File: config.mk
export PLATFORM = sky130hd
export DESIGN_NAME = csr_unit_flat
export DESIGN_NICKNAME = d
export VERILOG_FILES = /design/src/ex_ctrl_if.sv /design/src/csr_unit.sv /design/src/flat_wrapper.sv
export VERILOG_INCLUDE_DIRS = /design/src
export SDC_FILE = /design/constraint.sdc
export NUM_CORES = 1
export LEC_CHECK = 0
export BUFFER_PORTS_ARGS = -buffer_cell sky130_fd_sc_hd__buf_2
export CAP_MARGIN = 20
export CORE_MARGIN = 2
export CORE_UTILIZATION = 39
export CTS_CLUSTER_DIAMETER = 60
export DETAILED_ROUTE_END_ITERATION = 7
export PLACE_DENSITY_LB_ADDON = 0.15
export RECOVER_POWER = 100
export SLEW_MARGIN = 20
export SYNTH_ARGS = -nofsm -noshare
export SYNTH_HDL_FRONTEND = slang
export SYNTH_SLANG_ARGS = --single-unit
File: constraint.sdc
create_clock -name clk -period 1 [get_ports clk]
set_input_delay 0.2 -clock clk [delete_from_list [all_inputs] [get_ports clk]]
set_output_delay 0.2 -clock clk [all_outputs]
set_load 0.03 [all_outputs]
File: src/ex_defines.svh
`ifndef EX_DEFINES_SVH
`define EX_DEFINES_SVH

// RV32I major opcodes
`define OP_R        7'b0110011
`define OP_I        7'b0010011
`define OP_LOAD     7'b0000011
`define OP_STORE    7'b0100011
`define OP_BRANCH   7'b1100011
`define OP_JAL      7'b1101111
`define OP_JALR     7'b1100111
`define OP_LUI      7'b0110111
`define OP_AUIPC    7'b0010111
`define OP_SYSTEM   7'b1110011

// ALU operations
`define ALU_ADD     4'd0
`define ALU_SUB     4'd1
`define ALU_AND     4'd2
`define ALU_OR      4'd3
`define ALU_XOR     4'd4
`define ALU_SLT     4'd5
`define ALU_SLTU    4'd6
`define ALU_SLL     4'd7
`define ALU_SRL     4'd8
`define ALU_SRA     4'd9
`define ALU_PASS_B  4'd10

// Datapath selectors
`define A_REG       1'b0
`define A_PC        1'b1
`define B_REG       1'b0
`define B_IMM       1'b1
`define REDIR_ALU   1'b0
`define REDIR_PC4   1'b1
`define CSR_RD1     1'b0
`define CSR_IMM     1'b1

// Store sizes, NONE for anything that is not a store
`define SIZE_B      2'd0
`define SIZE_H      2'd1
`define SIZE_W      2'd2
`define SIZE_NONE   2'd3

`define NOP         32'h00000013
`define CSR_TOHOST  12'h51e

// Top address nibble of the data memory
`define DMEM_REGION 4'h1
`define DMEM_WORDS  4096

`endif

File: src/ex_ctrl_if.sv
`timescale 1ns/100ps
`default_nettype none

interface ex_ctrl_if;

    logic [3:0] alu_op;
    logic       a_sel;
    logic       b_sel;
    logic       redirect_sel;
    logic [1:0] store_size;
    logic       dmem_en;
    logic       csr_en;
    logic       csr_sel;

    modport ctrl (
        output alu_op, a_sel, b_sel, redirect_sel,
        output store_size, dmem_en, csr_en, csr_sel
    );

    modport alu (input alu_op, a_sel, b_sel, redirect_sel);

    modport mem (input store_size, dmem_en);

    modport csr (input csr_en, csr_sel);

endinterface

`default_nettype wire

File: src/csr_unit.sv
`timescale 1ns/100ps
`default_nettype none

`include "ex_defines.svh"

module csr_unit (
    input wire clk,
    input wire rst,
    input wire [31:0] rd1,
    input wire [31:0] imm,
    ex_ctrl_if.csr ctrl,
    output logic [31:0] tohost
);

    logic [31:0] csr_wdata;

    // csrrwi carries a 5-bit unsigned immediate
    assign csr_wdata = (ctrl.csr_sel == `CSR_IMM) ? {27'b0, imm[4:0]} : rd1;

    always_ff @(posedge clk) begin
        if (rst) begin
            tohost <= '0;
        end else if (ctrl.csr_en) begin
            tohost <= csr_wdata;
        end
    end

endmodule

`default_nettype wire

File: src/flat_wrapper.sv
// flat-port wrapper written by rule: the top's interface ports become plain ports
module csr_unit_flat 
  (clk, rst, rd1, imm, tohost, ctrl_csr_en, ctrl_csr_sel);
  ex_ctrl_if ctrl_i ();
  input wire clk;
  input wire rst;
  input wire [31:0] rd1;
  input wire [31:0] imm;
  output logic [31:0] tohost;
  input wire logic [$bits(ctrl_i.csr_en)-1:0] ctrl_csr_en;
  input wire logic [$bits(ctrl_i.csr_sel)-1:0] ctrl_csr_sel;
  assign ctrl_i.csr_en = ctrl_csr_en;
  assign ctrl_i.csr_sel = ctrl_csr_sel;
  csr_unit u_core (.clk(clk), .rst(rst), .rd1(rd1), .imm(imm), .ctrl(ctrl_i), .tohost(tohost));
endmodule
==> impl_metrics.csv <==
group,metric,value,unit
floorplanning,die_w,62.2,um
sta,rsz0062_at_grt,"true",
logic_synthesis,ys_seq_elements,32,
route,drc,0,
floorplanning,dieArea,3860,um^2
power,clockPowerShare,28.2,%
critical_path,required,0.80,ns
route,drtIter0Drc,41,
clock_tree,cts_hold_buffers,0,
sta,hold_violations,0,
critical_path,crit_path_start_kind,"flop",
power,p_seq_share,51.8,%
route,drtPass1Iterations,4,
layout,drive_gt1_share,54.8,%
route,viasPerCell,4.80,
clock_tree,insertion_delay,0.32,ns
global_routing,grt_start_max_net_pins,34,
critical_path,cp_slowest_cell,"dfxtp_2",
sta,maxSlewViolCount,0,
floorplanning,ios,100,
clock_tree,cts_tree,"done",
power,peakVddDrop,688,uV
place,dp.cells,248,
logic_synthesis,ys_types,10,
worst_hold_path,hold_class,"input port to flop",
global_routing,antenna_found_initial,0,
global_routing,globalRoute.totalOverflow,0,
global_routing,grt.total_usage,18.7,%
critical_path,arrival,0.81,ns
logic_synthesis,ys_seq_area_share,48.6,%
power,total_leakage_power,0.868,nW
sta,fin_skew,0,ns
critical_path,cpLargestDelayFamily,"flip-flops",
power,p_sw,713,uW
layout,synthToLayoutAreaGrowth,56.5,%
sta,fin_crit_sh,101,%
logic_synthesis,syn_area,1320,um^2
floorplanning,core.rowCount,21,
clock_tree,clkTransAtPathRegs,0.10,ns
place,post_dp_cell_area,1710,um^2
route,drtAntennaViolNets,0,
run,drv_cap,0,
critical_path,crit_fanout,2,
layout,final_common_cell,"buf_2",
logic_synthesis,syn_avg_cell_area,9.35,um^2
layout,final_area,2060,um^2
critical_path,crit_chain,"buf_6",
layout,regMostFlops,"u_core.tohost",
global_routing,grt_pass1_vias,1283,
global_routing,grt_pass1_wl,5780,um
place,dpl.hpwl,2120,um
clock_tree,numClockSinks,32,
layout,final_cell_mix,"buf_2, buf_6, dfxtp_2",
sta,worstMarginPinSlew,0.593,ns
layout,instances_no_fill,263,
logic_synthesis,syn_inst,141,
floorplanning,die_y,62.2,um
power,cellPowerDensity,1290,nW/um^2
layout,largest_register_ffs,32,
critical_path,worstSetupStartpoint,"u_core.tohost[19]",
layout,reg_top3,"u_core.tohost x32",
place,io_buffers,72,
clock_tree,htree_levels,2,
sta,setup_slack,-0.0109,ns
outcome,violations,"negative setup slack",
clock_tree,root_buffer,"clkbuf_4",
place,place_congestion,0.650,
logic_synthesis,synth_fp_nets,209,
power,power,2.67,mW
critical_path,slowest_delay,0.36,ns
critical_path,critPathCaptureType,"output pin",
logic_synthesis,synth_area_leaders,"dfxtp_1, nand3b_1, nand2b_1",
outcome,status,"complete, but fails checks",
place,pre_cts_slack,-0.144,ns
floorplanning,initial_utilization,40.2,%
power,internal_power,1.95,mW
worst_hold_path,hp-start,"rd1[13]",
critical_path,cp_num_buf_inv,1,
sta,max-slew-margin-rel,60.5,%
power,pwr-share-comb,19.9,%
critical_path,rrSetupSlack,0.16,ns
sta,finalCriticalPeriod,1.01,ns
logic_synthesis,yosysTopAreaCellShare,48.6,%
sta,setup_viol,5,
route,wl,3450,um
sta,fmax,989,MHz
layout,n_antenna_cell,0,
power,swShare,26.8,%
route,vias,1263,
floorplanning,core_area,3280,um^2
route,wl_per_cell,13.1,um
critical_path,reg2reg_from,"u_core.tohost[9]",
layout,finalNetCount,284,
logic_synthesis,synth_top_area_cell,"dfxtp_1",
critical_path,worstSetupPathType,"flop to output pin",
clock_tree,cts_buffers,5,
logic_synthesis,yosysWarnings,0,
clock_tree,cts_buffer_depth,2,
## final timing paths
path              cells after the start                 to
setup / recovery                      1         tohost[19]
setup reg to reg                      4   u_core.tohost[9]
hold reg to reg                       2   u_core.tohost[6]
hold / removal                        3  u_core.tohost[13]
## repair_timing
action | 4_1_cts | 5_1_grt
endpoints found under the setup margin | 32 | 32
setup buffers | 3 | 4
gates resized for setup | 96 | 0
endpoints found under the hold margin | 0 | 0
pin swaps | 0 | 0
## Yosys cell counts
| cell | count |
|---|---|
| nand2b_1 | 27 |
| dfxtp_1 | 32 |
| buf_6 | 1 |
| nor2_1 | 5 |
| a211oi_1 | 5 |
| nand3b_1 | 27 |
| buf_2 | 7 |
| a21oi_1 | 27 |
| clkbuf_1 | 5 |
| mux2i_1 | 5 |
## layout make-up
| type | instances | area, um^2 |
|---|---|---|
| multi-input combinational | 96 | 613 |
| tap | 46 | 57.6 |
| clock buffer | 8 | 58.8 |
| fill | 293 | 1220 |
| timing repair buffer | 81 | 653 |
| sequential | 32 | 681 |
## metal layers
metal / vias up / track usage (%) / wire length, um
met5: - / 0 / 0
met4: 0 / 5.83 / 18
met3: 2 / 6.52 / 212
met2: 48 / 32.9 / 1780
met1: 582 / 21.1 / 1440
li1: 631 / - / -
## cells by family (layout without fill, tap and decap cells)
| family | count (synthesis) | count (layout) | synth area share, % |
|---|---|---|---|
| multiplexers | 5 | 5 | 3.80 |
| flip-flops | 32 | 32 | 48.6 |
| AO/OA/AOI/OAI | 32 | 32 | 13.1 |
| buffers and inverters | 13 | 89 | 4.93 |
| AND/OR/NAND/NOR | 59 | 59 | 29.6 |
## metrics by stage
| step | setup TNS (ns) | hold WS (ns) | util, % |
|---|---|---|---|
| 2_1_floorplan | 0 | 0.273 | - |
| 3_3_place_gp | -0.426 | 0.450 | 52.1 |
| 6_report | -0.0199 | 0.129 | 62.8 |
| 5_1_grt | -1.34 | 0.111 | 62.8 |
| 4_1_cts | -0.432 | 0.105 | 61.9 |
| 3_5_place_dp | -1.02 | 0.455 | 52.1 |
## power groups by stage
stage	Combinational [mW]	Clock, mW	Sequential, mW
after global routing	0.571	0.853	1.39
after global placement	0.437	0	1.38
after CTS	0.523	0.788	1.38
final	0.531	0.753	1.38
after floorplan	0.167	0	1.50
after detailed placement	0.449	0	1.39
## worst min-delay path: stages
cell      delay (ns)
buf_2           0.09
nand3b_1        0.07
a21oi_1         0.06
Power figures use the tool's default switching activity.
