--- src/ex_defines.svh ---
`ifndef EX_DEFINES_SVH
`define EX_DEFINES_SVH

// RV32I major opcodes
`define OP_R        7'b0110011
`define OP_I        7'b0010011
`define OP_LOAD     7'b0000011
`define OP_STORE    7'b0100011
`define OP_BRANCH   7'b1100011
`define OP_JAL      7'b1101111
`define OP_JALR     7'b1100111
`define OP_LUI      7'b0110111
`define OP_AUIPC    7'b0010111
`define OP_SYSTEM   7'b1110011

// ALU operations
`define ALU_ADD     4'd0
`define ALU_SUB     4'd1
`define ALU_AND     4'd2
`define ALU_OR      4'd3
`define ALU_XOR     4'd4
`define ALU_SLT     4'd5
`define ALU_SLTU    4'd6
`define ALU_SLL     4'd7
`define ALU_SRL     4'd8
`define ALU_SRA     4'd9
`define ALU_PASS_B  4'd10

// Datapath selectors
`define A_REG       1'b0
`define A_PC        1'b1
`define B_REG       1'b0
`define B_IMM       1'b1
`define REDIR_ALU   1'b0
`define REDIR_PC4   1'b1
`define CSR_RD1     1'b0
`define CSR_IMM     1'b1

// Store sizes, NONE for anything that is not a store
`define SIZE_B      2'd0
`define SIZE_H      2'd1
`define SIZE_W      2'd2
`define SIZE_NONE   2'd3

`define NOP         32'h00000013
`define CSR_TOHOST  12'h51e

// Top address nibble of the data memory
`define DMEM_REGION 4'h1
`define DMEM_WORDS  4096

`endif

--- src/ex_ctrl_if.sv ---
`timescale 1ns/100ps
`default_nettype none

interface ex_ctrl_if;

    logic [3:0] alu_op;
    logic       a_sel;
    logic       b_sel;
    logic       redirect_sel;
    logic [1:0] store_size;
    logic       dmem_en;
    logic       csr_en;
    logic       csr_sel;

    modport ctrl (
        output alu_op, a_sel, b_sel, redirect_sel,
        output store_size, dmem_en, csr_en, csr_sel
    );

    modport alu (input alu_op, a_sel, b_sel, redirect_sel);

    modport mem (input store_size, dmem_en);

    modport csr (input csr_en, csr_sel);

endinterface

`default_nettype wire

--- src/alu_path.sv ---
`timescale 1ns/100ps
`default_nettype none

`include "ex_defines.svh"

module alu_path (
    input wire [31:0] pc,
    input wire [31:0] rd1,
    input wire [31:0] rd2,
    input wire [31:0] imm,
    ex_ctrl_if.alu ctrl,
    output logic [31:0] alu_res,
    output logic [31:0] pc4,
    output logic [31:0] redirect
);

    logic [31:0] a;
    logic [31:0] b;
    logic [4:0]  shamt;

    assign a = (ctrl.a_sel == `A_PC) ? pc : rd1;
    assign b = (ctrl.b_sel == `B_IMM) ? imm : rd2;
    assign shamt = b[4:0];

    always_comb begin
        case (ctrl.alu_op)
            `ALU_ADD: alu_res = a + b;
            `ALU_SUB: alu_res = a - b;
            `ALU_AND: alu_res = a & b;
            `ALU_OR: alu_res = a | b;
            `ALU_XOR: alu_res = a ^ b;
            `ALU_SLT: alu_res = {31'b0, $signed(a) < $signed(b)};
            `ALU_SLTU: alu_res = {31'b0, a < b};
            `ALU_SLL: alu_res = a << shamt;
            `ALU_SRL: alu_res = a >> shamt;
            `ALU_SRA: alu_res = $signed(a) >>> shamt;
            `ALU_PASS_B: alu_res = b;
            default: alu_res = a + b;
        endcase
    end

    assign pc4 = pc + 32'd4;

    // Fall through unless the instruction was taken
    assign redirect = (ctrl.redirect_sel == `REDIR_ALU) ? alu_res : pc4;

endmodule

`default_nettype wire

--- src/flat_wrapper.sv ---
// flat-port wrapper written by rule: the top's interface ports become plain ports
module alu_path_flat 
  (pc, rd1, rd2, imm, alu_res, pc4, redirect, ctrl_alu_op, ctrl_a_sel, ctrl_b_sel, ctrl_redirect_sel);
  ex_ctrl_if ctrl_i ();
  input wire [31:0] pc;
  input wire [31:0] rd1;
  input wire [31:0] rd2;
  input wire [31:0] imm;
  output logic [31:0] alu_res;
  output logic [31:0] pc4;
  output logic [31:0] redirect;
  input wire logic [$bits(ctrl_i.alu_op)-1:0] ctrl_alu_op;
  input wire logic [$bits(ctrl_i.a_sel)-1:0] ctrl_a_sel;
  input wire logic [$bits(ctrl_i.b_sel)-1:0] ctrl_b_sel;
  input wire logic [$bits(ctrl_i.redirect_sel)-1:0] ctrl_redirect_sel;
  assign ctrl_i.alu_op = ctrl_alu_op;
  assign ctrl_i.a_sel = ctrl_a_sel;
  assign ctrl_i.b_sel = ctrl_b_sel;
  assign ctrl_i.redirect_sel = ctrl_redirect_sel;
  alu_path u_core (.pc(pc), .rd1(rd1), .rd2(rd2), .imm(imm), .ctrl(ctrl_i), .alu_res(alu_res), .pc4(pc4), .redirect(redirect));
endmodule
--- config.mk ---
export PLATFORM = sky130hd
export DESIGN_NAME = alu_path_flat
export DESIGN_NICKNAME = d
export VERILOG_FILES = /design/src/ex_ctrl_if.sv /design/src/alu_path.sv /design/src/flat_wrapper.sv
export VERILOG_INCLUDE_DIRS = /design/src
export SDC_FILE = /design/constraint.sdc
export NUM_CORES = 1
export LEC_CHECK = 0
export BUFFER_PORTS_ARGS = -buffer_cell sky130_fd_sc_hd__buf_4
export CORE_ASPECT_RATIO = 1.2
export CORE_MARGIN = 2
export CORE_UTILIZATION = 50
export DETAILED_ROUTE_END_ITERATION = 16
export PLACE_DENSITY = 0.74
export SLEW_MARGIN = 20
export SYNTH_ARGS = -nofsm -noshare
export SYNTH_HDL_FRONTEND = slang
export SYNTH_SLANG_ARGS = --single-unit
--- constraint.sdc ---
create_clock -name vclk -period 5.95
set_clock_uncertainty 0.1 [all_clocks]
set_input_delay 0.2975 -clock vclk [all_inputs]
set_output_delay 0.2975 -clock vclk [all_outputs]
set_load 0.02 [all_outputs]
==> results.json, run 1 <==
{
  "status": "completed",
  "firstDrtPassIters": 6,
  "yosysSeqAreaShare_pct": 0,
  "fillers": 2164,
  "grt_pass1_wl_um": 84100,
  "placementRows": 60,
  "period_share_pct": 89.44,
  "tightest_slew_ns": 1.260,
  "wl_per_cell_um": 28.14,
  "finalWorstSetupSlack_ns": 0.6286,
  "io_buffers": 231,
  "layout_common_cells": "buf_4, nand2_1, mux2i_1",
  "nets": 1967,
  "max_cap_viol_count": 0,
  "n_clock_buffer": 0,
  "track_usage_pct": 45.41,
  "synth-simple-area-share_pct": 19.00,
  "synth_warnings": 0,
  "post_cts_resized": 0,
  "worstPathRequired_ns": 5.55,
  "synth_area_um2": 11290,
  "dpl.hpwl_um": 44140,
  "start_util_pct": 50.65,
  "end_kind": "output pin",
  "p_leak_nw": 5.777,
  "seq_cell_count": 0,
  "worstHoldPathType": "in -> out",
  "rsz0062_at_grt": "no",
  "viasPerCell": 7.201,
  "power.density_nw_per_um2": 145.0,
  "slowest_stage": "o41ai_1",
  "setup_viol": 0,
  "antenna_left": 0,
  "avgSynthCellArea_um2": 7.130,
  "dieArea_um2": 23810,
  "yosys.cell_types.count": 94,
  "setup_tns_ns": 0,
  "antenna_found_initial": 0,
  "yosys.area_share.adder_pct": 11.21,
  "final-seq-area_um2": 0,
  "grt_overflow": 0,
  "drv_slew": 0,
  "multiInputGateArea_um2": 10360,
  "drive_gt1_share_pct": 24.57,
  "start_kind": "input port",
  "crit_chain": "buf_4, mux2i_1, ha_1, fa_1, o21ba_2, or4_1, a21oi_1, buf_4, a311oi_4, o41ai_1, a21boi_0, mux2_2, nand3_1, mux2_2, buf_4",
  "synth_xor_xnor_area_share_pct": 2.637,
  "fmax_mhz": 187.9,
  "layout_commonest_cell": "buf_4",
  "syn_inst": 1584,
  "place_congestion": 1.081,
  "period_minus_slack_ns": 5.321,
  "grt_max_degree": 64,
  "crit_type": "in -> out",
  "dp_worst_setup_slack_ns": 0.7853,
  "cp_slowest_stage_delay_ns": 0.57,
  "drt-total-wl_um": 56540,
  "area_growth_syn_to_layout_pct": 16.32,
  "grt_pass1_vias": 13640,
  "dr_total_vias": 14470,
  "max_slew_margin_pct": 15.80,
  "muxShareOfSynthArea_pct": 25.67,
  "hold_viol_final": 0,
  "synth_nets": 1819,
  "num_antenna_cells": 0,
  "drc": 0,
  "design_area_um2": 13140,
  "synth_compound_area_share_pct": 32.54,
  "synth_top_family_by_area": "compound AO/OA/AOI/OAI gates",
  "die_w_um": 141.2,
  "crit_top_cell": "buf_4",
  "worstPathMaxFanout": 15,
  "cts_setup_buffers": 0,
  "first_iter_violations": 1937,
  "cts_hold_buffers": 0,
  "die-height_um": 168.6,
  "coreArea_um2": 22300,
  "io_pins": 231,
  "cp_data_arrival_time_ns": 4.92,
  "place_area_um2": 13130,
  "ir_drop_mv": 0.09600
}
worst max-delay path: cells and delay by family:
kind,cells,cell delay [ns]
AO/OA/AOI/OAI,5,1.44
adder cells (fa/ha/maj),2,0.81
buffers and inverters,3,0.74
multiplexers,3,0.96
AND/OR/NAND/NOR,2,0.63
layout make-up:
class | count | area share [%]
well taps | 279 | 2.657
repair buffers | 267 | 15.26
multi-input cells | 1350 | 78.84
inverters | 113 | 3.248
layer usage:
metal / GRT usage, % / vias to the layer above / routed length [um]
met5: 0 / - / 0
met4: 20.70 / 0 / 3324
met3: 9.675 / 215 / 6978
li1: - / 6278 / -
met1: 60.46 / 6838 / 21690
met2: 70.24 / 1135 / 24550
power breakdown:
| group | total (W) | internal, W | switching (W) |
|---|---|---|---|
| clock | 0 | 0 | 0 |
| sequential | 0 | 0 | 0 |
| combinational | 0.00190 | 0.000706 | 0.00120 |
cells by family after synthesis:
kind of cell               after synthesis
muxes                                  232
xor gates and xnor gates                34
adders and majority gates              100
and+or+nand+nor                        460
AOI/OAI and AO/OA                      524
buffers and inverters                  234
metrics by stage:
| step | hold slack [ns] | cells | power, W | utilization [%] |
|---|---|---|---|---|
| 3_3_place_gp | 0.7364 | 2009 | 0.001819 | 58.89 |
| 6_report | 0.7428 | 2009 | 0.001904 | 58.92 |
| 3_5_place_dp | 0.7377 | 2009 | 0.001828 | 58.89 |
| 5_1_grt | 0.7482 | 2009 | 0.002002 | 58.92 |
| 2_1_floorplan | 0.5776 | 1584 | 0.001192 | - |
| 4_1_cts | 0.7377 | 2009 | 0.001836 | 58.89 |
cell usage after synthesis, drive strengths merged (14+ instances only):
master | n | area, um2
a211oi | 29 | 222.7
a21o | 14 | 105.1
a21oi | 107 | 535.5
a221oi | 18 | 170.2
a22oi | 18 | 135.1
a31oi | 24 | 156.4
buf | 47 | 305.3
clkbuf | 74 | 277.8
ha | 98 | 1226
inv | 112 | 422.9
mux2 | 50 | 566.8
mux2i | 168 | 2017
mux4 | 14 | 315.3
nand2 | 141 | 529.3
nand3 | 47 | 235.2
nand4 | 15 | 93.84
nor2 | 134 | 503.0
nor2b | 16 | 100.1
nor3 | 35 | 175.2
nor4 | 16 | 100.1
o211ai | 30 | 225.2
o21ai | 88 | 444.2
o21bai | 16 | 120.1
o22ai | 29 | 187.7
o31ai | 18 | 135.1
xnor2 | 22 | 192.7
path summary, 6_finish.rpt:
kind / start / end / slack [ns] / depth (start not counted)
min: pc[1] / pc4[1] / 0.74 / 2
max: ctrl_a_sel / redirect[0] / 0.63 / 15
Note: power is estimated with default switching activity, not from simulation.
==> run 2: changes to the inputs <==
- clock period: 5.95 -> 5.8 ns (I/O delays scaled with it)
==> run 2 against run 1 <==
Combinational power grew 4%. Hold slack got worse by 0.018 ns. Via count rose by 1.2%. Largest power group unchanged. Critical endpoint unchanged.
==> results.json, run 2 (same netlist as run 1, synthesis figures left out) <==
{
  "status": "completed",
  "dieArea_um2": 23810,
  "start_util_pct": 50.65,
  "die-height_um": 168.6,
  "die_w_um": 141.2,
  "worstHoldPathType": "in -> out",
  "crit_type": "in -> out",
  "rsz0062_at_grt": "no",
  "grt_pass1_vias": 13710,
  "finalWorstSetupSlack_ns": 0.1173,
  "io_buffers": 231,
  "nets": 1971,
  "drt-total-wl_um": 56790,
  "ir_drop_mv": 0.08405,
  "antenna_left": 0,
  "fillers": 2128,
  "dpl.hpwl_um": 44830,
  "firstDrtPassIters": 6,
  "start_kind": "input port",
  "critPathLaunch": "ctrl_b_sel",
  "tightest_slew_ns": 1.250,
  "io_pins": 231,
  "place_congestion": 1.107,
  "antenna_found_initial": 1,
  "track_usage_pct": 45.27,
  "max_cap_viol_count": 0,
  "cp_data_arrival_time_ns": 5.29,
  "power.density_nw_per_um2": 149.6,
  "period_minus_slack_ns": 5.683,
  "drv_slew": 0,
  "cts_setup_buffers": 0,
  "dp_worst_setup_slack_ns": 0.3902,
  "grt_max_degree": 64,
  "area_growth_syn_to_layout_pct": 16.63,
  "fmax_mhz": 176.0,
  "wl_per_cell_um": 28.21,
  "drc": 0,
  "seq_cell_count": 0,
  "first_iter_violations": 2143,
  "worstPathRequired_ns": 5.41,
  "n_clock_buffer": 0,
  "viasPerCell": 7.272,
  "placementRows": 60,
  "min_from": "pc[1]",
  "coreArea_um2": 22300,
  "grt_pass1_wl_um": 83630,
  "drive_gt1_share_pct": 24.68,
  "setup_viol": 0,
  "dr_total_vias": 14640,
  "hold_viol_final": 0,
  "end_kind": "output pin",
  "crit_chain": "buf_4, mux2i_4, inv_4, ha_1, fa_1, o21ba_2, or4_1, a21oi_1, a311oi_4, o41ai_1, a21boi_0, mux2_2, nand3_1, mux2_2, buf_4",
  "slowest_stage": "o41ai_1",
  "cts_hold_buffers": 0,
  "cp_slowest_stage_delay_ns": 0.71,
  "layout_common_cells": "buf_4, nand2_1, mux2i_1",
  "final-seq-area_um2": 0,
  "post_cts_resized": 0,
  "num_antenna_cells": 0,
  "grt_overflow": 0,
  "layout_commonest_cell": "buf_4",
  "setup_tns_ns": 0,
  "period_share_pct": 97.98,
  "max_slew_margin_pct": 14.48,
  "worstPathMaxFanout": 15,
  "p_leak_nw": 5.801
}
-- run 2: routing by layer --
metal | vias up | global-route usage (%) | share of wire, %
met1 | 6867 | 57.95 | 37
li1 | 6291 | - | -
met3 | 258 | 11.65 | 13
met4 | 2 | 21.65 | 6.3
met5 | - | 0 | 0.023
met2 | 1221 | 70.89 | 44
-- run 2: layout make-up --
cell class / instances / area (um2) / share of cell area (%)
Multi-Input combinational cell: 1350 / 10350 / 78.57
Inverter: 113 / 426.7 / 3.239
Timing Repair Buffer: 271 / 2047 / 15.54
Tap cell: 279 / 349.1 / 2.650
-- run 2: power breakdown --
part	total [W]	switching, W	internal [W]	leakage, nW
clock network	0	0	0	0
logic	0.00197	0.00124	0.000726	5.80
registers	0	0	0	0
-- run 2: critical path, delay by kind of cell --
family	cells	cell delay, ns
multiplexers	3	0.99
buffers and inverters	3	0.56
AO/OA/AOI/OAI	5	2.11
adder cells (fa/ha/maj)	2	0.68
AND/OR/NAND/NOR	2	0.62
-- run 2: final timing paths --
check / to / slack (ns) / depth (start not counted)
max: redirect[0] / 0.12 / 15
min: pc4[1] / 0.72 / 2
-- run 2: through the flow --
step	total power, W	instance area, um2	std cells	utilization [%]	hold WS (ns)
after detailed placement	0.001892	13170	2013	59.07	0.7206
after CTS	0.001900	13170	2013	59.07	0.7217
final	0.001971	13170	2013	59.07	0.7244
after floorplan	0.001222	11290	1584	-	0.5626
after global placement	0.001886	13170	2013	59.07	0.7212
after global routing	0.002060	13170	2013	59.07	0.7292
