$ cat src/ex_defines.svh
`ifndef EX_DEFINES_SVH
`define EX_DEFINES_SVH

// RV32I major opcodes
`define OP_R        7'b0110011
`define OP_I        7'b0010011
`define OP_LOAD     7'b0000011
`define OP_STORE    7'b0100011
`define OP_BRANCH   7'b1100011
`define OP_JAL      7'b1101111
`define OP_JALR     7'b1100111
`define OP_LUI      7'b0110111
`define OP_AUIPC    7'b0010111
`define OP_SYSTEM   7'b1110011

// ALU operations
`define ALU_ADD     4'd0
`define ALU_SUB     4'd1
`define ALU_AND     4'd2
`define ALU_OR      4'd3
`define ALU_XOR     4'd4
`define ALU_SLT     4'd5
`define ALU_SLTU    4'd6
`define ALU_SLL     4'd7
`define ALU_SRL     4'd8
`define ALU_SRA     4'd9
`define ALU_PASS_B  4'd10

// Datapath selectors
`define A_REG       1'b0
`define A_PC        1'b1
`define B_REG       1'b0
`define B_IMM       1'b1
`define REDIR_ALU   1'b0
`define REDIR_PC4   1'b1
`define CSR_RD1     1'b0
`define CSR_IMM     1'b1

// Store sizes, NONE for anything that is not a store
`define SIZE_B      2'd0
`define SIZE_H      2'd1
`define SIZE_W      2'd2
`define SIZE_NONE   2'd3

`define NOP         32'h00000013
`define CSR_TOHOST  12'h51e

// Top address nibble of the data memory
`define DMEM_REGION 4'h1
`define DMEM_WORDS  4096

`endif

$ cat src/ex_pkg.sv
`default_nettype none

package ex_pkg;

    // Register-register layout
    typedef struct packed {
        logic [6:0] funct7;
        logic [4:0] rs2;
        logic [4:0] rs1;
        logic [2:0] funct3;
        logic [4:0] rd;
        logic [6:0] opcode;
    } r_fmt_t;

    // Immediate layout, also carries the CSR number
    typedef struct packed {
        logic [11:0] imm12;
        logic [4:0]  rs1;
        logic [2:0]  funct3;
        logic [4:0]  rd;
        logic [6:0]  opcode;
    } i_fmt_t;

    typedef union packed {
        r_fmt_t r_fmt;
        i_fmt_t i_fmt;
    } rv_inst_u;

endpackage

`default_nettype wire

$ cat src/ex_ctrl_if.sv
`timescale 1ns/100ps
`default_nettype none

interface ex_ctrl_if;

    logic [3:0] alu_op;
    logic       a_sel;
    logic       b_sel;
    logic       redirect_sel;
    logic [1:0] store_size;
    logic       dmem_en;
    logic       csr_en;
    logic       csr_sel;

    modport ctrl (
        output alu_op, a_sel, b_sel, redirect_sel,
        output store_size, dmem_en, csr_en, csr_sel
    );

    modport alu (input alu_op, a_sel, b_sel, redirect_sel);

    modport mem (input store_size, dmem_en);

    modport csr (input csr_en, csr_sel);

endinterface

`default_nettype wire

$ cat src/ex_control.sv
`timescale 1ns/100ps
`default_nettype none

`include "ex_defines.svh"

module ex_control (
    input wire ex_pkg::rv_inst_u inst,
    input wire [31:0] pc,
    input wire [31:0] rd1,
    input wire [31:0] rd2,
    input wire [31:0] alu_res,
    input wire target_taken,
    input wire squash,
    output logic br_taken,
    output logic flush,
    ex_ctrl_if.ctrl ctrl
);

    logic [6:0] opcode;
    logic [2:0] funct3;
    logic       alt;
    logic       is_branch;
    logic       is_jal;
    logic       is_jalr;
    logic       is_mem;
    logic       is_csrw;
    logic       in_region;
    logic       eq;
    logic       lt;
    logic       ltu;
    logic       cond;

    assign opcode = inst.r_fmt.opcode;
    assign funct3 = inst.r_fmt.funct3;
    // Instruction bit 30 picks sub and sra
    assign alt = inst.r_fmt.funct7[5];

    assign is_branch = opcode == `OP_BRANCH;
    assign is_jal = opcode == `OP_JAL;
    assign is_jalr = opcode == `OP_JALR;
    assign is_mem = (opcode == `OP_LOAD) || (opcode == `OP_STORE);
    // csrrw and csrrwi share funct3[1:0]
    assign is_csrw = (opcode == `OP_SYSTEM) && (funct3[1:0] == 2'b01)
                     && (inst.i_fmt.imm12 == `CSR_TOHOST);
    assign in_region = alu_res[31:28] == `DMEM_REGION;

    assign eq = rd1 == rd2;
    assign lt = $signed(rd1) < $signed(rd2);
    assign ltu = rd1 < rd2;

    always_comb begin
        case (funct3)
            3'b000: cond = eq;
            3'b001: cond = !eq;
            3'b100: cond = lt;
            3'b101: cond = !lt;
            3'b110: cond = ltu;
            3'b111: cond = !ltu;
            default: cond = 1'b0;
        endcase
    end

    assign br_taken = !squash && (is_jal || is_jalr || (is_branch && cond));
    // JAL already redirected in decode
    assign flush = !squash && (is_jalr || (is_branch && (cond != target_taken)));

    always_comb begin
        ctrl.alu_op = `ALU_ADD;
        ctrl.a_sel = `A_REG;
        ctrl.b_sel = `B_IMM;
        ctrl.store_size = `SIZE_NONE;
        case (opcode)
            `OP_R, `OP_I: begin
                if (opcode == `OP_R) begin
                    ctrl.b_sel = `B_REG;
                end
                case (funct3)
                    3'b000: ctrl.alu_op = (opcode == `OP_R && alt) ? `ALU_SUB : `ALU_ADD;
                    3'b001: ctrl.alu_op = `ALU_SLL;
                    3'b010: ctrl.alu_op = `ALU_SLT;
                    3'b011: ctrl.alu_op = `ALU_SLTU;
                    3'b100: ctrl.alu_op = `ALU_XOR;
                    3'b101: ctrl.alu_op = alt ? `ALU_SRA : `ALU_SRL;
                    3'b110: ctrl.alu_op = `ALU_OR;
                    default: ctrl.alu_op = `ALU_AND;
                endcase
            end
            `OP_BRANCH, `OP_JAL, `OP_AUIPC: ctrl.a_sel = `A_PC;
            `OP_LUI: ctrl.alu_op = `ALU_PASS_B;
            `OP_STORE: begin
                case (funct3[1:0])
                    2'b00: ctrl.store_size = `SIZE_B;
                    2'b01: ctrl.store_size = `SIZE_H;
                    default: ctrl.store_size = `SIZE_W;
                endcase
            end
            default: ctrl.alu_op = `ALU_ADD;
        endcase
    end

    assign ctrl.redirect_sel = br_taken ? `REDIR_ALU : `REDIR_PC4;
    assign ctrl.dmem_en = !squash && is_mem && in_region;
    assign ctrl.csr_en = !squash && is_csrw;
    assign ctrl.csr_sel = funct3[2] ? `CSR_IMM : `CSR_RD1;

    // Redirects only leave from aligned pcs
    always_comb begin
        if (flush) begin
            assert (pc[1:0] == 2'b00) else $error("redirect from misaligned pc %h", pc);
        end
    end

endmodule

`default_nettype wire

$ cat src/flat_wrapper.sv
// flat-port wrapper written by rule: the top's interface ports become plain ports
module ex_control_flat 
  (inst, pc, rd1, rd2, alu_res, target_taken, squash, br_taken, flush, ctrl_alu_op, ctrl_a_sel, ctrl_b_sel, ctrl_redirect_sel, ctrl_store_size, ctrl_dmem_en, ctrl_csr_en, ctrl_csr_sel);
  ex_ctrl_if ctrl_i ();
  input wire ex_pkg::rv_inst_u inst;
  input wire [31:0] pc;
  input wire [31:0] rd1;
  input wire [31:0] rd2;
  input wire [31:0] alu_res;
  input wire target_taken;
  input wire squash;
  output logic br_taken;
  output logic flush;
  output wire logic [$bits(ctrl_i.alu_op)-1:0] ctrl_alu_op;
  output wire logic [$bits(ctrl_i.a_sel)-1:0] ctrl_a_sel;
  output wire logic [$bits(ctrl_i.b_sel)-1:0] ctrl_b_sel;
  output wire logic [$bits(ctrl_i.redirect_sel)-1:0] ctrl_redirect_sel;
  output wire logic [$bits(ctrl_i.store_size)-1:0] ctrl_store_size;
  output wire logic [$bits(ctrl_i.dmem_en)-1:0] ctrl_dmem_en;
  output wire logic [$bits(ctrl_i.csr_en)-1:0] ctrl_csr_en;
  output wire logic [$bits(ctrl_i.csr_sel)-1:0] ctrl_csr_sel;
  assign ctrl_alu_op = ctrl_i.alu_op;
  assign ctrl_a_sel = ctrl_i.a_sel;
  assign ctrl_b_sel = ctrl_i.b_sel;
  assign ctrl_redirect_sel = ctrl_i.redirect_sel;
  assign ctrl_store_size = ctrl_i.store_size;
  assign ctrl_dmem_en = ctrl_i.dmem_en;
  assign ctrl_csr_en = ctrl_i.csr_en;
  assign ctrl_csr_sel = ctrl_i.csr_sel;
  ex_control u_core (.inst(inst), .pc(pc), .rd1(rd1), .rd2(rd2), .alu_res(alu_res), .target_taken(target_taken), .squash(squash), .br_taken(br_taken), .flush(flush), .ctrl(ctrl_i));
endmodule
$ cat config.mk
export PLATFORM = sky130hd
export DESIGN_NAME = ex_control_flat
export DESIGN_NICKNAME = d
export VERILOG_FILES = /design/src/ex_pkg.sv /design/src/ex_ctrl_if.sv /design/src/ex_control.sv /design/src/flat_wrapper.sv
export VERILOG_INCLUDE_DIRS = /design/src
export SDC_FILE = /design/constraint.sdc
export NUM_CORES = 1
export LEC_CHECK = 0
export BUFFER_PORTS_ARGS = -buffer_cell sky130_fd_sc_hd__buf_2
export CORE_AREA = 2 2 68 70
export DETAILED_ROUTE_END_ITERATION = 16
export DIE_AREA = 0 0 70 72
export GPL_TIMING_DRIVEN = 0
export MAX_ROUTING_LAYER = met4
export PLACE_DENSITY_LB_ADDON = 0.15
export SYNTH_ARGS = -nofsm -noshare
export SYNTH_HDL_FRONTEND = slang
export SYNTH_SLANG_ARGS = --single-unit
$ cat constraint.sdc
create_clock -name vclk -period 3.4
set_input_delay 0.68 -clock vclk [all_inputs]
set_output_delay 0.68 -clock vclk [all_outputs]
set_load 0.005 [all_outputs]
==> flow_summary.json, run 1 <==
{
  "synthesis.nets": 378,
  "layout-drive-gt1-share_pct": 48.6,
  "io_buffers": 104,
  "ys_top_cells_by_area": "ha_1, inv_1, a21oi_1",
  "cts-hold-fix-buffers": 0,
  "grt_pass1_wl_mm": 5.70,
  "syn_avg_cell_area_um2": 6.75,
  "placedCellCount": 340,
  "routabilityCongestion": 0.737,
  "rows": 24,
  "area_growth_pct": 73.5,
  "pre_cts_ws_ps": 2.31,
  "final-hold-violation-count": 0,
  "netlist.area_leader.share_pct": 32.2,
  "hp-class": "in -> out",
  "grt_max_degree": 11,
  "synth_top_cells_by_count": "inv_1, ha_1, a21oi_1, nand2_1, nor2_1",
  "drt-pass1-iter-count": 4,
  "design_area_um2": 2160,
  "antenna_found_initial": 0,
  "rsz0062_at_grt": "yes",
  "viasPerCell": 4.74,
  "cpPeakStageDelay_ps": 380,
  "ios": 176,
  "totalWireLength_mm": 4.02,
  "yosys_warnings": 0,
  "netlist_area_um2": 1240,
  "finalNetCount": 490,
  "worstMarginPinSlew_ps": 445,
  "power_density_nw_per_um2": 102,
  "worstPathArrival_ps": 2680,
  "crit_path_end_kind": "output port",
  "cp_slowest_cell": "a221o_1",
  "fin_crit_sh_pct": 98.8,
  "wl_per_cell_um": 11.6,
  "crit_chain": "buf_2 > ha_4 > nand4_1 > nor2_1 > a221o_1 > o311a_1 > a211oi_2 > mux2i_1 > nor3_2 > buf_2",
  "grt_pass1_vias": 1358,
  "path_class": "in -> out",
  "total_power_mw": 0.220,
  "design.seq.count": 0,
  "critPathBufInv": 2,
  "cp_common_cell": "buf_2",
  "post-route-min-period_ps": 3360,
  "relSlewSlack_pct": 70.2,
  "post-synth-top-count-cell": "inv_1",
  "crit_fanout": 3,
  "grt.total_usage_pct": 13.1,
  "leakagePower_nw": 1.10,
  "hpwl_mm": 3.23,
  "ys_seq_area_share_pct": 0,
  "vias": 1641,
  "final_cells": 346,
  "cp_top_family": "compound AO/OA/AOI/OAI gates",
  "layout_setup_ws_ps": 40.4,
  "insertedDiodeCount": 0,
  "ant_nets": 0,
  "maxCapViolCount": 0,
  "drc_errors": 0,
  "clkbuf_count": 0,
  "worstPathRequired_ps": 2720,
  "setup_viol": 0,
  "core_area_um2": 4260,
  "synth_cell_types": 37,
  "syn_inst": 184,
  "max_freq_mhz": 298,
  "slew_violations": 0,
  "startpoint_type": "input port",
  "start_util_pct": 29.1,
  "die_h_um": 72,
  "dieArea_um2": 5040,
  "regArea_um2": 0,
  "die_x_um": 70,
  "fill_cells": 427,
  "multi_input_area_um2": 1290,
  "placed_area_um2": 1830,
  "yosys.area.top_type": "ha_1",
  "drt_iter0_drc": 33,
  "status": "completed",
  "ir_drop_v": 0.0000548,
  "grt_remaining_overflow": 0
}
[per-layer routing]
layer	GRT usage [%]	part of all wire (%)
met1	19.2	48
met2	20.8	44
met3	1.39	7.9
met4	0	0.25
met5	-	0
[path summary, 6_finish.rpt]
kind	from	to	cells after the start	slack, ps
max	rd1[11]	flush	10	40
min	inst[14]	ctrl_csr_sel	2	1530
[power by group]
| part | internal, mW | total (mW) | switching, mW |
|---|---|---|---|
| Sequential | 0 | 0 | 0 |
| Clock | 0 | 0 | 0 |
| Combinational | 0.116 | 0.220 | 0.104 |
| Total | 0.116 | 0.220 | 0.104 |
[metrics by stage]
| step | TNS [ps] | utilization (%) | hold slack [ps] |
|---|---|---|---|
| floorplan | 0 | - | 1400 |
| global placement | 0 | 42.9 | 1530 |
| detailed placement | 0 | 42.9 | 1530 |
| CTS | -3.64 | 42.9 | 1530 |
| global route | -236 | 50.6 | 1540 |
| finish | 0 | 50.6 | 1530 |
[layout by cell type, fill, tap and decap left out, types with 3 or more instances in the layout]
cell | netlist | final
nand2_1 | 14 | 13
a21oi_1 | 14 | 13
o21a_1 | 3 | 3
buf_4 | 1 | 7
inv_2 | 0 | 6
ha_4 | 0 | 12
buf_6 | 0 | 12
ha_1 | 32 | 20
nor2_1 | 12 | 12
or3_1 | 5 | 5
nand4_1 | 10 | 10
inv_1 | 35 | 26
clkbuf_1 | 3 | 3
nand3b_1 | 4 | 4
nor3_1 | 8 | 8
o21ai_0 | 6 | 5
buf_2 | 0 | 92
inv_4 | 0 | 3
nand3_1 | 7 | 7
[layout make-up]
class	instances	share of cell area, %
inverter	35	6.44
buffer	4	0.871
multi-input combinational	145	60.0
timing repair buffer	110	29.7
tap	52	3.02
[cell families after synthesis]
logic type / synth area share [%]
AO/OA/AOI/OAI: 21.7
XOR/XNOR: 2.12
adder cells (fa/ha/maj): 32.2
buffers and inverters: 12.1
multiplexers: 1.61
AND/OR/NAND/NOR: 30.3
[repair_timing]
item                                    CTS  global route
resized for setup                         0            44
endpoints found under the hold margin     0             0
setup buffers                             0             6
pin swaps                                 0            13
endpoints found under the setup margin    1             3
No activity file was read; power rests on OpenSTA's default activity.
==> run 2: changes to the inputs <==
--- a/config.mk
+++ b/config.mk
@@ -6,7 +6,7 @@
 export SDC_FILE = /design/constraint.sdc
 export NUM_CORES = 1
 export LEC_CHECK = 0
-export BUFFER_PORTS_ARGS = -buffer_cell sky130_fd_sc_hd__buf_2
+export BUFFER_PORTS_ARGS = -buffer_cell sky130_fd_sc_hd__buf_4
 export CORE_AREA = 2 2 68 70
 export DETAILED_ROUTE_END_ITERATION = 16
 export DIE_AREA = 0 0 70 72
==> run 2 against run 1 <==
Flip-flop and latch count did not move. Critical endpoint is now br_taken. First-iteration DRC count fell by 24%. Critical path depth rose by 1. Highest routed layer is now met3. Core utilization rose by 6.8 points.
==> flow_summary.json, run 2 (same netlist as run 1, synthesis figures left out) <==
{
  "grt_util_met1_pct": 21.1,
  "slew_violations": 0,
  "hold-worst-slack_ps": 1530,
  "worstPathArrival_ps": 2680,
  "die_x_um": 70,
  "totalWireLength_mm": 4.12,
  "grt_remaining_overflow": 0,
  "fill_cells": 400,
  "top_usage_layer": "met2",
  "met3_usage_pct": 2.08,
  "crit_fanout": 3,
  "worstHoldStart": "inst[14]",
  "grt_pass1_vias": 1641,
  "pre_cts_ws_ps": -17.3,
  "final-hold-violation-count": 0,
  "antenna_found_initial": 0,
  "grt.total_usage_pct": 15.6,
  "ant_nets": 0,
  "vias": 1692,
  "cp_top_family": "simple AND/OR/NAND/NOR gates",
  "wl_per_cell_um": 11.7,
  "cp_common_cell": "buf_4",
  "hpwl_mm": 3.37,
  "layout_common_cells": "buf_4, inv_1, ha_1, nand2_1, ha_4",
  "holdPathStages": 2,
  "rsz0062_at_grt": "yes",
  "grt_pass1_wl_mm": 6.71,
  "post-route-min-period_ps": 3360,
  "die_h_um": 72,
  "layout-drive-gt1-share_pct": 51.2,
  "insertedDiodeCount": 0,
  "final_common_cell": "buf_4",
  "startpoint_type": "input port",
  "drt-pass1-iter-count": 4,
  "grt_max_degree": 11,
  "core_area_um2": 4260,
  "drt_iter0_drc": 25,
  "ios": 176,
  "cpPeakStageDelay_ps": 320,
  "placedCellCount": 340,
  "design.seq.count": 0,
  "ir_drop_v": 0.0000543,
  "crit_chain": "buf_4 > ha_4 > nand4_1 > buf_4 > nor4_4 > nand2_1 > xor2_2 > or3_1 > a41oi_2 > o21a_1 > buf_4",
  "setup_viol": 0,
  "viasPerCell": 4.79,
  "path_class": "in -> out",
  "final_cells": 353,
  "power_density_nw_per_um2": 103,
  "critPathBufInv": 3,
  "worstHoldEndpoint": "ctrl_csr_sel",
  "crit_path_end_kind": "output port",
  "drc_errors": 0,
  "fin_crit_sh_pct": 98.9,
  "rows": 24,
  "dieArea_um2": 5040,
  "start_util_pct": 29.1,
  "routabilityCongestion": 0.798,
  "area_growth_pct": 97.0,
  "cp_slowest_cell": "or3_1",
  "maxCapViolCount": 0,
  "hp-class": "in -> out",
  "status": "completed",
  "relSlewSlack_pct": 70.2,
  "regArea_um2": 0,
  "max_freq_mhz": 298,
  "use_met2_pct": 26.8,
  "finish.utilization_pct": 57.4,
  "clkbuf_count": 0,
  "layout_setup_ws_ps": 39.1,
  "worstPathRequired_ps": 2720,
  "worstMarginPinSlew_ps": 443,
  "leakagePower_nw": 1.20,
  "io_buffers": 104,
  "finalNetCount": 497
}
## run 2: repair_timing
action                     in CTS  in global routing
hold buffers                    0                  0
setup endpoints to repair       3                  3
setup buffers                   6                  7
pin swaps                      11                 17
cloned                          0                  0
resized for setup               9                 35
## run 2: layout make-up
class                           instances  area (µm²)  share of cell area [%]
Inverter                               35         139                    5.67
Tap cell                               52        65.1                    2.66
Buffer                                  4        18.8                   0.767
Timing Repair Buffer                  117         905                    37.0
Multi-Input combinational cell        145        1320                    53.9
## run 2: metrics by stage
| stage | setup TNS, ps | area [µm²] | power [mW] |
|---|---|---|---|
| 6_report | 0 | 2450 | 0.253 |
| 5_1_grt | -163 | 2450 | 0.286 |
| 4_1_cts | 0 | 2220 | 0.223 |
| 3_5_place_dp | -23.1 | 2090 | 0.207 |
| 3_3_place_gp | -15.5 | 2090 | 0.206 |
| 2_1_floorplan | 0 | 1240 | 0.0997 |
## run 2: layer usage
metal	vias to the layer above	share of wire [%]	wire length (µm)
met5	-	0	0
met4	0	0	0
met3	0	8.0	328
met2	73	46	1890
met1	719	46	1910
li1	900	-	-
## run 2: worst max path at each step
stage | startpoint | to | slack, ps | depth (start not counted)
after global placement | rd1[13] | flush | -10 | 10
after CTS | rd1[5] | flush | 0.1 | 10
final | rd1[31] | br_taken | 40 | 11
after global routing | rd1[31] | br_taken | -70 | 11
after detailed placement | rd1[11] | br_taken | -20 | 10
after floorplan | rd2[14] | flush | 370 | 9
## run 2: report_power, final
| group | switching, mW | leakage, nW | internal (mW) | total, mW |
|---|---|---|---|---|
| sequential | 0 | 0 | 0 | 0 |
| clock | 0 | 0 | 0 | 0 |
| combinational | 0.106 | 1.20 | 0.146 | 0.253 |
| total | 0.106 | 1.20 | 0.146 | 0.253 |
==> run 3: changes to the inputs <==
--- a/config.mk
+++ b/config.mk
@@ -6,10 +6,10 @@
 export SDC_FILE = /design/constraint.sdc
 export NUM_CORES = 1
 export LEC_CHECK = 0
-export BUFFER_PORTS_ARGS = -buffer_cell sky130_fd_sc_hd__buf_4
 export CORE_AREA = 2 2 68 70
 export DETAILED_ROUTE_END_ITERATION = 16
 export DIE_AREA = 0 0 70 72
+export DONT_BUFFER_PORTS = 1
 export GPL_TIMING_DRIVEN = 0
 export MAX_ROUTING_LAYER = met4
 export PLACE_DENSITY_LB_ADDON = 0.15
==> constraint.sdc (replaced) <==
create_clock -name vclk -period 3.4
set_input_delay 0.68 -clock vclk [all_inputs]
set_output_delay 0.68 -clock vclk [all_outputs]
set_load 0.1 [all_outputs]
==> run 3 against run 2 <==
The run now ends with setup timing left. Die area unchanged. Combinational power decreased by 24%. Via count decreased by 17%. Power decreased by 24%. Flip-flop and latch count unchanged. Hold slack got worse by 48 ps. Core utilization decreased by 14 points. Final cell count decreased by 31%. First-iteration DRC count decreased by 16%. Design area decreased by 25%. Wire length decreased by 5.6%. Global-route usage decreased by 2.3 points. Critical path type unchanged.
==> flow_summary.json, run 3 (same netlist as run 1, synthesis figures left out) <==
{
  "status": "finished, violations left",
  "violations": "setup timing",
  "leakagePower_nw": 0.701,
  "ant_nets": 0,
  "max_freq_mhz": 266,
  "tns_ps": -849,
  "grt_pass1_wl_mm": 5.69,
  "crit_fanout": 3,
  "placedCellCount": 236,
  "layout_setup_ws_ps": -363,
  "routabilityCongestion": 0.829,
  "post-route-min-period_ps": 3760,
  "finish.utilization_pct": 43.0,
  "startpoint_type": "input port",
  "relSlewSlack_pct": 10.6,
  "rows": 24,
  "placed_area_um2": 1530,
  "rsz0062_at_grt": "yes",
  "hpwl_mm": 3.16,
  "worstHoldStart": "inst[4]",
  "grt_remaining_overflow": 0,
  "vias": 1408,
  "final_cells": 245,
  "maxCapViolCount": 0,
  "antenna_found_initial": 0,
  "slew_violations": 0,
  "ir_drop_v": 0.0000347,
  "worstPathArrival_ps": 3080,
  "hp-class": "in -> out",
  "start_util_pct": 29.1,
  "critPathLaunch": "rd2[30]",
  "crit_path_end_kind": "output port",
  "final-hold-violation-count": 0,
  "pre_cts_ws_ps": -411,
  "layout_common_cells": "inv_1, ha_4, nand2_1, ha_1, a21oi_1",
  "grt.total_usage_pct": 13.3,
  "hold-worst-slack_ps": 1480,
  "regArea_um2": 0,
  "power_density_nw_per_um2": 104,
  "io_buffers": 0,
  "layout-drive-gt1-share_pct": 35.8,
  "insertedDiodeCount": 0,
  "dieArea_um2": 5040,
  "design_area_um2": 1840,
  "total_power_mw": 0.192,
  "fin_crit_sh_pct": 111,
  "core_area_um2": 4260,
  "path_class": "in -> out",
  "die_h_um": 72,
  "die_x_um": 70,
  "wl_per_cell_um": 15.9,
  "area_growth_pct": 47.7,
  "worstMarginPinSlew_ps": 1330,
  "design.seq.count": 0,
  "drc_errors": 0,
  "drt_iter0_drc": 21,
  "ios": 176,
  "clkbuf_count": 0,
  "finalNetCount": 389,
  "grt_pass1_vias": 1352,
  "grt_max_degree": 11,
  "setup_viol": 3,
  "totalWireLength_mm": 3.90,
  "drt-pass1-iter-count": 4,
  "worstPathRequired_ps": 2720,
  "viasPerCell": 5.75
}
[run 3: cell types whose count changed in the layout (fill, tap and decap cells not counted), moves of 4 or more]
cell,delta
inv_1,-4
ha_1,-7
ha_4,+7
buf_4,-101
buf_6,-7
[run 3: path summary, 6_finish.rpt]
kind / slack, ps / end / cells after the start
hold / removal: 1480 / ctrl_dmem_en / 1
setup / recovery: -360 / flush / 9
[run 3: routing by layer]
| metal | wire length (µm) | GRT usage (%) |
|---|---|---|
| met3 | 313 | 2.92 |
| met1 | 1520 | 15.1 |
| met5 | 0 | - |
| met2 | 2040 | 24.9 |
| met4 | 26 | 1.07 |
[run 3: repair_timing]
| action | in CTS | in global routing |
|---|---|---|
| pin swaps | 13 | 22 |
| buffers inserted | 4 | 5 |
| hold buffers | 0 | 0 |
| endpoints found under the hold margin | 0 | 0 |
| setup endpoints to repair | 3 | 3 |
| resized for setup | 15 | 24 |
[run 3: power breakdown]
group	switching [mW]	leakage (nW)	internal [mW]
sequential	0	0	0
combinational	0.102	0.701	0.0895
clock	0	0	0
[run 3: cell type report]
type	count	area, µm²
Buffer	4	18.8
Fill cell	413	2430
Inverter	35	171
Multi-Input combinational cell	145	1510
Tap cell	52	65.1
Timing Repair Buffer	9	67.6
[run 3: critical path: stages]
cell,delay (ps)
inv_8,10
ha_4,260
nand4_1,160
buf_4,190
nor4_4,370
o31ai_4,140
a211oi_2,300
mux2i_2,120
nor3_4,840
